### config.mk
export PLATFORM = sky130hd
export DESIGN_NAME = oflow_top
export DESIGN_NICKNAME = d
export VERILOG_FILES = /design/src/oflow_pkg.sv /design/src/count_decoder.sv /design/src/task_counters.sv /design/src/overflow_tracker.sv /design/src/event_fifo.sv /design/src/oflow_writer.sv /design/src/oflow_top.sv
export SDC_FILE = /design/constraint.sdc
export NUM_CORES = 2
export LEC_CHECK = 0
export BUFFER_PORTS_ARGS = -buffer_cell sky130_fd_sc_hd__buf_2
export CAP_MARGIN = 10
export CORE_ASPECT_RATIO = 1.2
export CORE_MARGIN = 1
export CORE_UTILIZATION = 41
export DETAILED_ROUTE_END_ITERATION = 16
export SYNTH_ARGS = -nofsm -noshare
export SYNTH_HDL_FRONTEND = slang
export SYNTH_SLANG_ARGS = --single-unit
export TNS_END_PERCENT = 50
### constraint.sdc
create_clock -name clk -period 16.1 [get_ports clk]
set_input_delay 3.22 -clock clk [delete_from_list [all_inputs] [get_ports clk]]
set_output_delay 3.22 -clock clk [all_outputs]
set_load 0.03 [all_outputs]
### src/oflow_pkg.sv
package oflow_pkg;

	// Task id and physical core id width
	localparam int KEY_WIDTH = 4;

	// Number of tracked tasks
	localparam int KEY_SIZE = 16;

	// Reference counter and maximum-count width
	localparam int COUNT_WIDTH = 8;

	// Processor bus widths
	localparam int DATA_WIDTH = 32;
	localparam int ADDR_WIDTH = 32;

	// Base of the event window on the processor bus
	localparam logic [ADDR_WIDTH-1:0] OFLOW_OFFSET = 32'h0800_0000;

	// Physical id lands at this bit of the address
	localparam int ID_SHIFT = 20;

	// Constant added to every posted event word
	localparam logic [9:0] EVENT_BASE = 10'h200;

	// One event record is {physical id, task id}
	localparam int EVENT_WIDTH = 2 * KEY_WIDTH;

	// Depth of each event queue
	localparam int FIFO_DEPTH = KEY_SIZE / 2;

	// Bus writer states
	typedef enum logic [2:0] {
		IDLE,
		OVF_READ,
		UNF_READ,
		OVF_LATCH,
		UNF_LATCH,
		POST
	} writer_state_t;

endpackage

### src/count_decoder.sv
`timescale 1ns/1ps

module count_decoder (
	input  logic                          count_inc,
	input  logic                          count_dec,
	input  logic [oflow_pkg::KEY_WIDTH-1:0] count_inc_task_id,
	input  logic [oflow_pkg::KEY_WIDTH-1:0] count_dec_task_id,
	input  logic                          count_inc_logical_core_id,
	output logic                          inc_0,
	output logic                          inc_1,
	output logic                          dec_0,
	output logic                          dec_1
);

	logic same_task;
	logic inc_core_0;
	logic inc_core_1;
	logic clash;

	assign same_task = (count_inc_task_id == count_dec_task_id);

	// Which logical core the inc strobe targets
	assign inc_core_0 = count_inc & ~count_inc_logical_core_id;
	assign inc_core_1 = count_inc & count_inc_logical_core_id;

	// An inc and a dec on one task cancel out
	assign clash = count_dec & same_task;

	assign inc_0 = inc_core_0 & ~clash;
	assign inc_1 = inc_core_1 & ~clash;

	// Only the incrementing core loses its decrement, the other bank still counts down
	assign dec_0 = count_dec & ~(inc_core_0 & same_task);
	assign dec_1 = count_dec & ~(inc_core_1 & same_task);

endmodule

### src/task_counters.sv
`timescale 1ns/1ps

module task_counters (
	input  logic                          clk,
	input  logic                          reset,
	input  logic                          inc_0,
	input  logic                          inc_1,
	input  logic                          dec_0,
	input  logic                          dec_1,
	input  logic                          reset_task,
	input  logic [oflow_pkg::KEY_WIDTH-1:0] inc_task,
	input  logic [oflow_pkg::KEY_WIDTH-1:0] dec_task,
	input  logic                          csr_maxcount_write,
	input  logic [oflow_pkg::KEY_WIDTH+oflow_pkg::COUNT_WIDTH-1:0] csr_maxcount_data,
	output logic                          overflow,
	output logic                          underflow
);

	import oflow_pkg::*;

	logic [COUNT_WIDTH-1:0] maxcount [KEY_SIZE];
	logic [KEY_WIDTH-1:0]   csr_task;
	logic [COUNT_WIDTH-1:0] csr_value;
	logic [COUNT_WIDTH-1:0] max_inc;
	logic [COUNT_WIDTH-1:0] limit;
	logic [1:0]             inc_en;
	logic [1:0]             dec_en;
	logic [1:0]             core_ovf;
	logic [1:0]             core_unf;

	assign inc_en = {inc_1, inc_0};
	assign dec_en = {dec_1, dec_0};

	// Task id sits above the count value
	assign csr_task  = csr_maxcount_data[KEY_WIDTH+COUNT_WIDTH-1 -: KEY_WIDTH];
	assign csr_value = csr_maxcount_data[COUNT_WIDTH-1:0];

	assign max_inc = maxcount[inc_task];

	// A zero maximum means no limit, so only stop at the top of the range
	assign limit = (max_inc == '0) ? '1 : max_inc;

	always_ff @(posedge clk or posedge reset) begin
		if (reset) begin
			for (int i = 0; i < KEY_SIZE; i++) begin
				maxcount[i] <= '0;
			end
		end else if (csr_maxcount_write) begin
			maxcount[csr_task] <= csr_value;
		end
	end

	for (genvar c = 0; c < 2; c++) begin : g_core
		logic [COUNT_WIDTH-1:0] count [KEY_SIZE];
		logic [COUNT_WIDTH-1:0] cnt_inc;
		logic [COUNT_WIDTH-1:0] cnt_dec;
		logic [COUNT_WIDTH-1:0] cnt_next;

		// Combinational read, written back at the same edge
		assign cnt_inc  = count[inc_task];
		assign cnt_dec  = count[dec_task];
		assign cnt_next = (cnt_inc < limit) ? cnt_inc + 1'b1 : limit;

		// Fires on the inc that lands on the maximum
		assign core_ovf[c] = inc_en[c] && (max_inc != '0) &&
			(cnt_inc != max_inc) && (cnt_next == max_inc);

		assign core_unf[c] = dec_en[c] && (cnt_dec == COUNT_WIDTH'(1));

		always_ff @(posedge clk or posedge reset) begin
			if (reset) begin
				for (int i = 0; i < KEY_SIZE; i++) begin
					count[i] <= '0;
				end
			end else begin
				if (inc_en[c]) begin
					count[inc_task] <= cnt_next;
				end
				// reset_task wins over the dec and over an inc on the same task
				if (reset_task) begin
					count[dec_task] <= '0;
				end else if (dec_en[c] && (cnt_dec != '0)) begin
					count[dec_task] <= cnt_dec - 1'b1;
				end
			end
		end

		// Stored count against the current maximum of the inc task
		a_count_le_max : assert property (@(posedge clk) disable iff (reset)
			(max_inc != '0) |-> (cnt_inc <= max_inc))
			else $error("task_counters: core %0d count above maximum", c);
	end

	assign overflow = |core_ovf;

	// Both banks must drain together
	assign underflow = (&core_unf) & ~reset_task;

endmodule

### src/overflow_tracker.sv
`timescale 1ns/1ps

module overflow_tracker (
	input  logic                              clk,
	input  logic                              reset,
	input  logic                              overflow,
	input  logic                              underflow,
	input  logic                              reset_task,
	input  logic [oflow_pkg::KEY_WIDTH-1:0]   inc_task,
	input  logic [oflow_pkg::KEY_WIDTH-1:0]   dec_task,
	input  logic [oflow_pkg::KEY_WIDTH-1:0]   inc_physical_id,
	input  logic [oflow_pkg::KEY_SIZE-1:0]    checkin_in,
	output logic                              ovf_push,
	output logic [oflow_pkg::EVENT_WIDTH-1:0] ovf_record,
	output logic                              unf_push,
	output logic [oflow_pkg::EVENT_WIDTH-1:0] unf_record,
	output logic [oflow_pkg::KEY_SIZE-1:0]    checkin_out
);

	import oflow_pkg::*;

	logic [KEY_SIZE-1:0]  status;
	logic [KEY_WIDTH-1:0] id_table [KEY_SIZE];
	logic                 release_task;

	// First overflow only, later ones are already reported
	assign ovf_push   = overflow & ~status[inc_task];
	assign ovf_record = {inc_physical_id, inc_task};

	// Underflow matters only on a task that overflowed
	assign unf_push   = underflow & status[dec_task];
	assign unf_record = {id_table[dec_task], dec_task};

	assign release_task = unf_push | reset_task;

	always_ff @(posedge clk or posedge reset) begin
		if (reset) begin
			status <= '0;
		end else begin
			if (ovf_push) begin
				status[inc_task] <= 1'b1;
			end
			if (release_task) begin
				status[dec_task] <= 1'b0;
			end
		end
	end

	// Physical core that caused the overflow
	always_ff @(posedge clk) begin
		if (ovf_push) begin
			id_table[inc_task] <= inc_physical_id;
		end
		if (release_task) begin
			id_table[dec_task] <= '0;
		end
	end

	// Overflowed tasks may not check in
	assign checkin_out = checkin_in & ~status;

endmodule

### src/event_fifo.sv
`timescale 1ns/1ps

module event_fifo #(
	parameter int WIDTH = 8,
	parameter int DEPTH = 8
) (
	input  logic             clk,
	input  logic             reset,
	input  logic             push,
	input  logic [WIDTH-1:0] wdata,
	input  logic             pop,
	output logic [WIDTH-1:0] rdata,
	output logic             empty,
	output logic             full
);

	logic [WIDTH-1:0]         mem [DEPTH];
	logic [$clog2(DEPTH)-1:0] wr_ptr;
	logic [$clog2(DEPTH)-1:0] rd_ptr;
	logic [$clog2(DEPTH):0]   used;

	assign empty = (used == '0);
	assign full  = (used == DEPTH);

	always_ff @(posedge clk or posedge reset) begin
		if (reset) begin
			wr_ptr <= '0;
			rd_ptr <= '0;
			used   <= '0;
		end else begin
			if (push) begin
				wr_ptr <= (wr_ptr == DEPTH - 1) ? '0 : wr_ptr + 1'b1;
			end
			if (pop) begin
				rd_ptr <= (rd_ptr == DEPTH - 1) ? '0 : rd_ptr + 1'b1;
			end
			case ({push, pop})
				2'b10:   used <= used + 1'b1;
				2'b01:   used <= used - 1'b1;
				default: used <= used;
			endcase
		end
	end

	// Storage and read data
	always_ff @(posedge clk) begin
		if (push) begin
			mem[wr_ptr] <= wdata;
		end
		if (pop) begin
			rdata <= mem[rd_ptr];
		end
	end

	a_no_overrun : assert property (@(posedge clk) disable iff (reset) push |-> !full)
		else $error("event_fifo: push while full");
	a_no_underrun : assert property (@(posedge clk) disable iff (reset) pop |-> !empty)
		else $error("event_fifo: pop while empty");

endmodule

### src/oflow_writer.sv
`timescale 1ns/1ps

module oflow_writer (
	input  logic                              clk,
	input  logic                              reset,
	input  logic                              ovf_empty,
	input  logic                              unf_empty,
	input  logic [oflow_pkg::EVENT_WIDTH-1:0] ovf_rdata,
	input  logic [oflow_pkg::EVENT_WIDTH-1:0] unf_rdata,
	input  logic                              oflow_waitrequest,
	output logic                              ovf_pop,
	output logic                              unf_pop,
	output logic                              oflow_write,
	output logic [oflow_pkg::ADDR_WIDTH-1:0]  oflow_address,
	output logic [oflow_pkg::DATA_WIDTH-1:0]  oflow_writedata
);

	import oflow_pkg::*;

	writer_state_t state;
	writer_state_t state_next;

	// Kind bit on top of the record, 1 for overflow
	logic [EVENT_WIDTH:0] event_q;

	always_comb begin
		state_next = state;
		case (state)
			IDLE: begin
				// Overflow queue has priority
				if (!ovf_empty) begin
					state_next = OVF_READ;
				end else if (!unf_empty) begin
					state_next = UNF_READ;
				end
			end
			OVF_READ:  state_next = OVF_LATCH;
			UNF_READ:  state_next = UNF_LATCH;
			OVF_LATCH: state_next = POST;
			UNF_LATCH: state_next = POST;
			POST: begin
				if (!oflow_waitrequest) begin
					state_next = IDLE;
				end
			end
			default: state_next = IDLE;
		endcase
	end

	always_ff @(posedge clk or posedge reset) begin
		if (reset) begin
			state <= IDLE;
		end else begin
			state <= state_next;
		end
	end

	// FIFO read data is valid in the LATCH state
	always_ff @(posedge clk) begin
		if (state == OVF_LATCH) begin
			event_q <= {1'b1, ovf_rdata};
		end else if (state == UNF_LATCH) begin
			event_q <= {1'b0, unf_rdata};
		end
	end

	assign ovf_pop = (state == OVF_READ);
	assign unf_pop = (state == UNF_READ);

	assign oflow_write   = (state == POST);
	assign oflow_address = OFLOW_OFFSET +
		(ADDR_WIDTH'(event_q[EVENT_WIDTH-1 -: KEY_WIDTH]) << ID_SHIFT);
	assign oflow_writedata = DATA_WIDTH'(EVENT_BASE) + DATA_WIDTH'(event_q);

endmodule

### src/oflow_top.sv
`timescale 1ns/1ps

module oflow_top (
	input  logic                                 clk,
	input  logic                                 reset,
	input  logic                                 count_inc,
	input  logic [oflow_pkg::KEY_WIDTH-1:0]      count_inc_task_id,
	input  logic                                 count_inc_logical_core_id,
	input  logic [oflow_pkg::KEY_WIDTH-1:0]      count_inc_physical_core_id,
	input  logic                                 count_dec,
	input  logic [oflow_pkg::KEY_WIDTH-1:0]      count_dec_task_id,
	input  logic                                 reset_task,
	input  logic                                 csr_maxcount_write,
	input  logic [oflow_pkg::KEY_WIDTH+oflow_pkg::COUNT_WIDTH-1:0] csr_maxcount_data,
	input  logic [oflow_pkg::KEY_SIZE-1:0]       checkin_in,
	input  logic                                 oflow_waitrequest,
	output logic [oflow_pkg::KEY_SIZE-1:0]       checkin_out,
	output logic                                 oflow_write,
	output logic [oflow_pkg::ADDR_WIDTH-1:0]     oflow_address,
	output logic [oflow_pkg::DATA_WIDTH-1:0]     oflow_writedata
);

	import oflow_pkg::*;

	logic                   inc_0;
	logic                   inc_1;
	logic                   dec_0;
	logic                   dec_1;
	logic                   overflow;
	logic                   underflow;
	logic                   ovf_push;
	logic                   unf_push;
	logic [EVENT_WIDTH-1:0] ovf_record;
	logic [EVENT_WIDTH-1:0] unf_record;
	logic                   ovf_pop;
	logic                   unf_pop;
	logic [EVENT_WIDTH-1:0] ovf_rdata;
	logic [EVENT_WIDTH-1:0] unf_rdata;
	logic                   ovf_empty;
	logic                   unf_empty;

	count_decoder u_decoder (
		.count_inc                 (count_inc),
		.count_dec                 (count_dec),
		.count_inc_task_id         (count_inc_task_id),
		.count_dec_task_id         (count_dec_task_id),
		.count_inc_logical_core_id (count_inc_logical_core_id),
		.inc_0 (inc_0),
		.inc_1 (inc_1),
		.dec_0 (dec_0),
		.dec_1 (dec_1)
	);

	task_counters u_counters (
		.clk (clk), .reset (reset),
		.inc_0 (inc_0), .inc_1 (inc_1), .dec_0 (dec_0), .dec_1 (dec_1),
		.reset_task         (reset_task),
		.inc_task           (count_inc_task_id),
		.dec_task           (count_dec_task_id),
		.csr_maxcount_write (csr_maxcount_write),
		.csr_maxcount_data  (csr_maxcount_data),
		.overflow           (overflow),
		.underflow          (underflow)
	);

	overflow_tracker u_tracker (
		.clk (clk), .reset (reset),
		.overflow (overflow), .underflow (underflow), .reset_task (reset_task),
		.inc_task        (count_inc_task_id),
		.dec_task        (count_dec_task_id),
		.inc_physical_id (count_inc_physical_core_id),
		.checkin_in      (checkin_in),
		.ovf_push (ovf_push), .ovf_record (ovf_record),
		.unf_push (unf_push), .unf_record (unf_record),
		.checkin_out     (checkin_out)
	);

	event_fifo #(.WIDTH(EVENT_WIDTH), .DEPTH(FIFO_DEPTH)) ovf_fifo (
		.clk (clk), .reset (reset),
		.push (ovf_push), .wdata (ovf_record), .pop (ovf_pop),
		.rdata (ovf_rdata), .empty (ovf_empty), .full ()
	);

	event_fifo #(.WIDTH(EVENT_WIDTH), .DEPTH(FIFO_DEPTH)) unf_fifo (
		.clk (clk), .reset (reset),
		.push (unf_push), .wdata (unf_record), .pop (unf_pop),
		.rdata (unf_rdata), .empty (unf_empty), .full ()
	);

	oflow_writer u_writer (
		.clk (clk), .reset (reset),
		.ovf_empty (ovf_empty), .unf_empty (unf_empty),
		.ovf_rdata (ovf_rdata), .unf_rdata (unf_rdata),
		.oflow_waitrequest (oflow_waitrequest),
		.ovf_pop (ovf_pop), .unf_pop (unf_pop),
		.oflow_write     (oflow_write),
		.oflow_address   (oflow_address),
		.oflow_writedata (oflow_writedata)
	);

endmodule

==> results.md <==
- Status: finished, final reports clean
- Reg clk slew, reported paths: 0.06 ns
- Vias: 24,494
- Row count: around 120
- Largest cells by area after synthesis: dfrtp_1, mux4_2, edfxtp_1, mux2i_1, mux2_2
- Initial DRC Count: 2,316
- Final RePlAce weighted congestion: 0.947
- Post-Syn Area: 35,100 µm²
- Maximum clock path buffer count: 3
- Final Util: ~46%
- Core area: between 80,000 and 90,000 µm²
- Gr ovfl total: 0
- Worst-Skew Late Latency: ~0.64 ns
- Non-Filler Instances: 3,932
- Yosys top cell area share: between 30% and 40%
- Met1 usage: 30.8%
- Inst Count DP: 3,796
- Layout cell share with drive strength beyond 1: 24.6%
- Minimum clock period: 9.70 ns
- Fmax: approximately 0.10 GHz
- Avg WL per Cell: 27.0 µm
- Maximum capacitance violations: 0
- VDD IR-drop max: 0.0000940 V
- Required time of the worst setup path: 16.61 ns
- Antenna-violating nets left: 0
- Die area: 86,700 µm²
- DRC Markers: 0
- Initial antenna violation count: 0
- Hold WS: around 0.46 ns
- Period utilization: about three fifths
- Pwr dens: 177 nW/µm²
- Vias per inst: 6.23
- Final hold viol count: 0
- Global-route wire length before repair: 161,000 µm
- Filler cell count: 7,508
- Total track usage: about a quarter
- Power Total: 0.00684 W
- Ys flop type: dfrtp_1
- Nets: 2,822
- Met3 Use GR: ~4.3%
- Min-Delay Path Class: register to register
- Clock skew after layout: around 0.027 ns
- Vias in the first global route: 25,141
- Leakage: 15.4 nW
- Critical path peak fanout: 48
- Clk sink count: 640
- Setup bufs post-CTS: 0
- CTS tree: yes
- Register area share after synthesis: between 40% and 50%
- TritonCTS Buffers: 73
- I/O Pins: 129
- Htree depth: 3
- RSZ-0062 raised after global routing: no
- Asr flop ratio synth: 66.1%
- EDFF count, synth: 152
- Syn Inst Count: 2,723
- Final setup viols: 0
- DRT Pass-1 Iters: 8
- Post-synthesis cell type count: 77
- HPWL after detailed placement: between 70,000 and 80,000 µm
- Setup crit start kind: input pin
- CTS Hold Buffers Added: 0
- Gr busiest metal: met2
- Fin. max-slew vios: 0
- Die width: 269 µm
- Avg Cell Area, Syn: 12.9 µm²
- # resized after CTS: 0
- CP Capture Type: register
- Slew margin rel.: 6.98%
- Synthesis-to-finish area growth: 10.3%
- Slew @ Worst Pin: 1.39 ns
- Post-Route WL: 106,000 µm
- Die Y: 322 µm
- TNS Setup: 0 ns
- CP Class: input pin to register
- Flops & latches, synth: 640
- Worst Path Arrival: 10.20 ns
- Port Buffers: 77
- Syn. warnings: 0
- Largest net degree at the start of global routing: 131
- Clk root buf: clkbuf_16
- Initial Util: 41.4%
- GRT met2 Usage: 41.5%
- Antenna cells: 0
- Top cell type by total area after synthesis: dfrtp_1
-- kinds of logic (layout without fill, tap and decap cells) --
logic type / count (synthesis) / after routing / synth area share (%)
mux: 742 / 742 / 30.5
flops: 640 / 640 / 46.9
simple gates: 608 / 608 / 7.97
compound gates: 382 / 382 / 7.89
buf+inv: 259 / 289 / 3.95
xor+xnor: 57 / 57 / 1.51
fa+ha+maj: 33 / 33 / 1.19
other cells: 2 / 51 / 0.0214
-- worst max-delay path, stage by stage --
cell and delay [ns]:
buf_6 0.38, buf_4 0.68, buf_4 0.83, mux4_2 0.61, a22oi_1 0.32, nand2_1 0.23, nor4b_1 0.34, a21oi_1 0.12
o311a_1 0.37, nand2b_1 0.40, o211ai_4 0.96, o22a_2 0.46, ha_1 0.32, xor2_1 0.11, ha_1 0.19, a21oi_1 0.15
xor2_1 0.16, nor2_1 0.06, xor2_1 0.14
-- stage by stage --
step | instance area [µm²] | worst slack [ns]
detailed placement | 36200 | 5.65
finish | 38700 | 6.40
global placement | 36200 | 5.73
global route | 38700 | 5.85
CTS | 38700 | 6.30
floorplan | 35200 | 1.10
-- state kept, by name, indices dropped and copies added (netlist names), 4 cells and up --
name                     cells
u_counters.g_core.count    256
u_counters.maxcount        128
ovf_fifo.mem                64
u_tracker.id_table          64
unf_fifo.mem                64
u_tracker.status            16
u_writer.event_q             9
ovf_fifo.rdata               8
unf_fifo.rdata               8
ovf_fifo.used                4
unf_fifo.used                4
-- per-layer routing --
layer | share of wire [%] | vias up
met5 | 0 | -
met4 | 5.1 | 0
met3 | 6.8 | 307
met2 | 49 | 1162
met1 | 39 | 12658
li1 | - | 10367
-- report_power, final --
part	internal, W	leakage, nW	switching, W
Clock	0.000993	1.19	0.000698
Combinational	0.00109	6.81	0.00149
Sequential	0.00216	7.44	0.000413
-- layout make-up --
class	count	area [µm²]	area share, %
Multi-Input combinational cell	1873	17400	45.1
Sequential cell	640	16500	42.5
Clock buffer	113	2190	5.67
Tap cell	1130	1410	3.66
Timing Repair Buffer	131	817	2.11
Clock inverter	22	255	0.660
Inverter	23	93.8	0.243
-- synth_stat cells (all sizes together) (4+ instances only) --
| library cell | n |
|---|---|
| nor3b | 4 |
| and3 | 4 |
| xor2 | 26 |
| o22ai | 191 |
| buf | 154 |
| or3 | 6 |
| dfrtp | 423 |
| dfxtp | 65 |
| inv | 23 |
| nor2b | 27 |
| a211oi | 4 |
| nor4b | 7 |
| nand2 | 294 |
| mux4 | 246 |
| edfxtp | 152 |
| a22oi | 27 |
| a21oi | 15 |
| mux2i | 336 |
| a21o | 8 |
| nand2b | 22 |
| nand3 | 46 |
| o32ai | 36 |
| nor2 | 117 |
| nor4 | 6 |
| nor3 | 18 |
| o21ai | 62 |
| or2 | 8 |
| and2 | 19 |
| clkbuf | 82 |
| nand4 | 10 |
| o21a | 18 |
| or4 | 6 |
| mux2 | 160 |
| xnor2 | 29 |
| nand3b | 8 |
| ha | 31 |
-- cells in the final DEF, fill, tap and decap left out, drive strengths merged, types with 22 or more instances in the layout --
cell type and count:
dfrtp 423, mux2i 336, nand2 294, mux4 246
o22ai 191, mux2 160, edfxtp 152, buf 131
nor2 117, clkbuf 113, dfxtp 65, o21ai 62
conb 51, nand3 46, o32ai 36, ha 31
xnor2 29, a22oi 27, nor2b 27, inv 27
xor2 26, nand2b 22
-- worst paths after layout --
check                                         start                  endpoint  slack [ns]  cells past startpoint
setup / recovery               count_inc_task_id[0]          ovf_fifo.used[2]        6.40                     19
max in group asynchronous                     reset          unf_fifo.used[0]       10.84                      4
setup reg to reg             u_counters.maxcount[7]          ovf_fifo.used[2]        9.63                     21
hold reg to reg            u_tracker.id_table[4][2]  u_tracker.id_table[4][2]        0.46                      2
hold / removal             u_tracker.id_table[4][2]  u_tracker.id_table[4][2]        0.46                      2
min in group asynchronous                     reset   u_counters.maxcount[75]        2.73                      2
No activity file was read; power rests on OpenSTA's default activity.
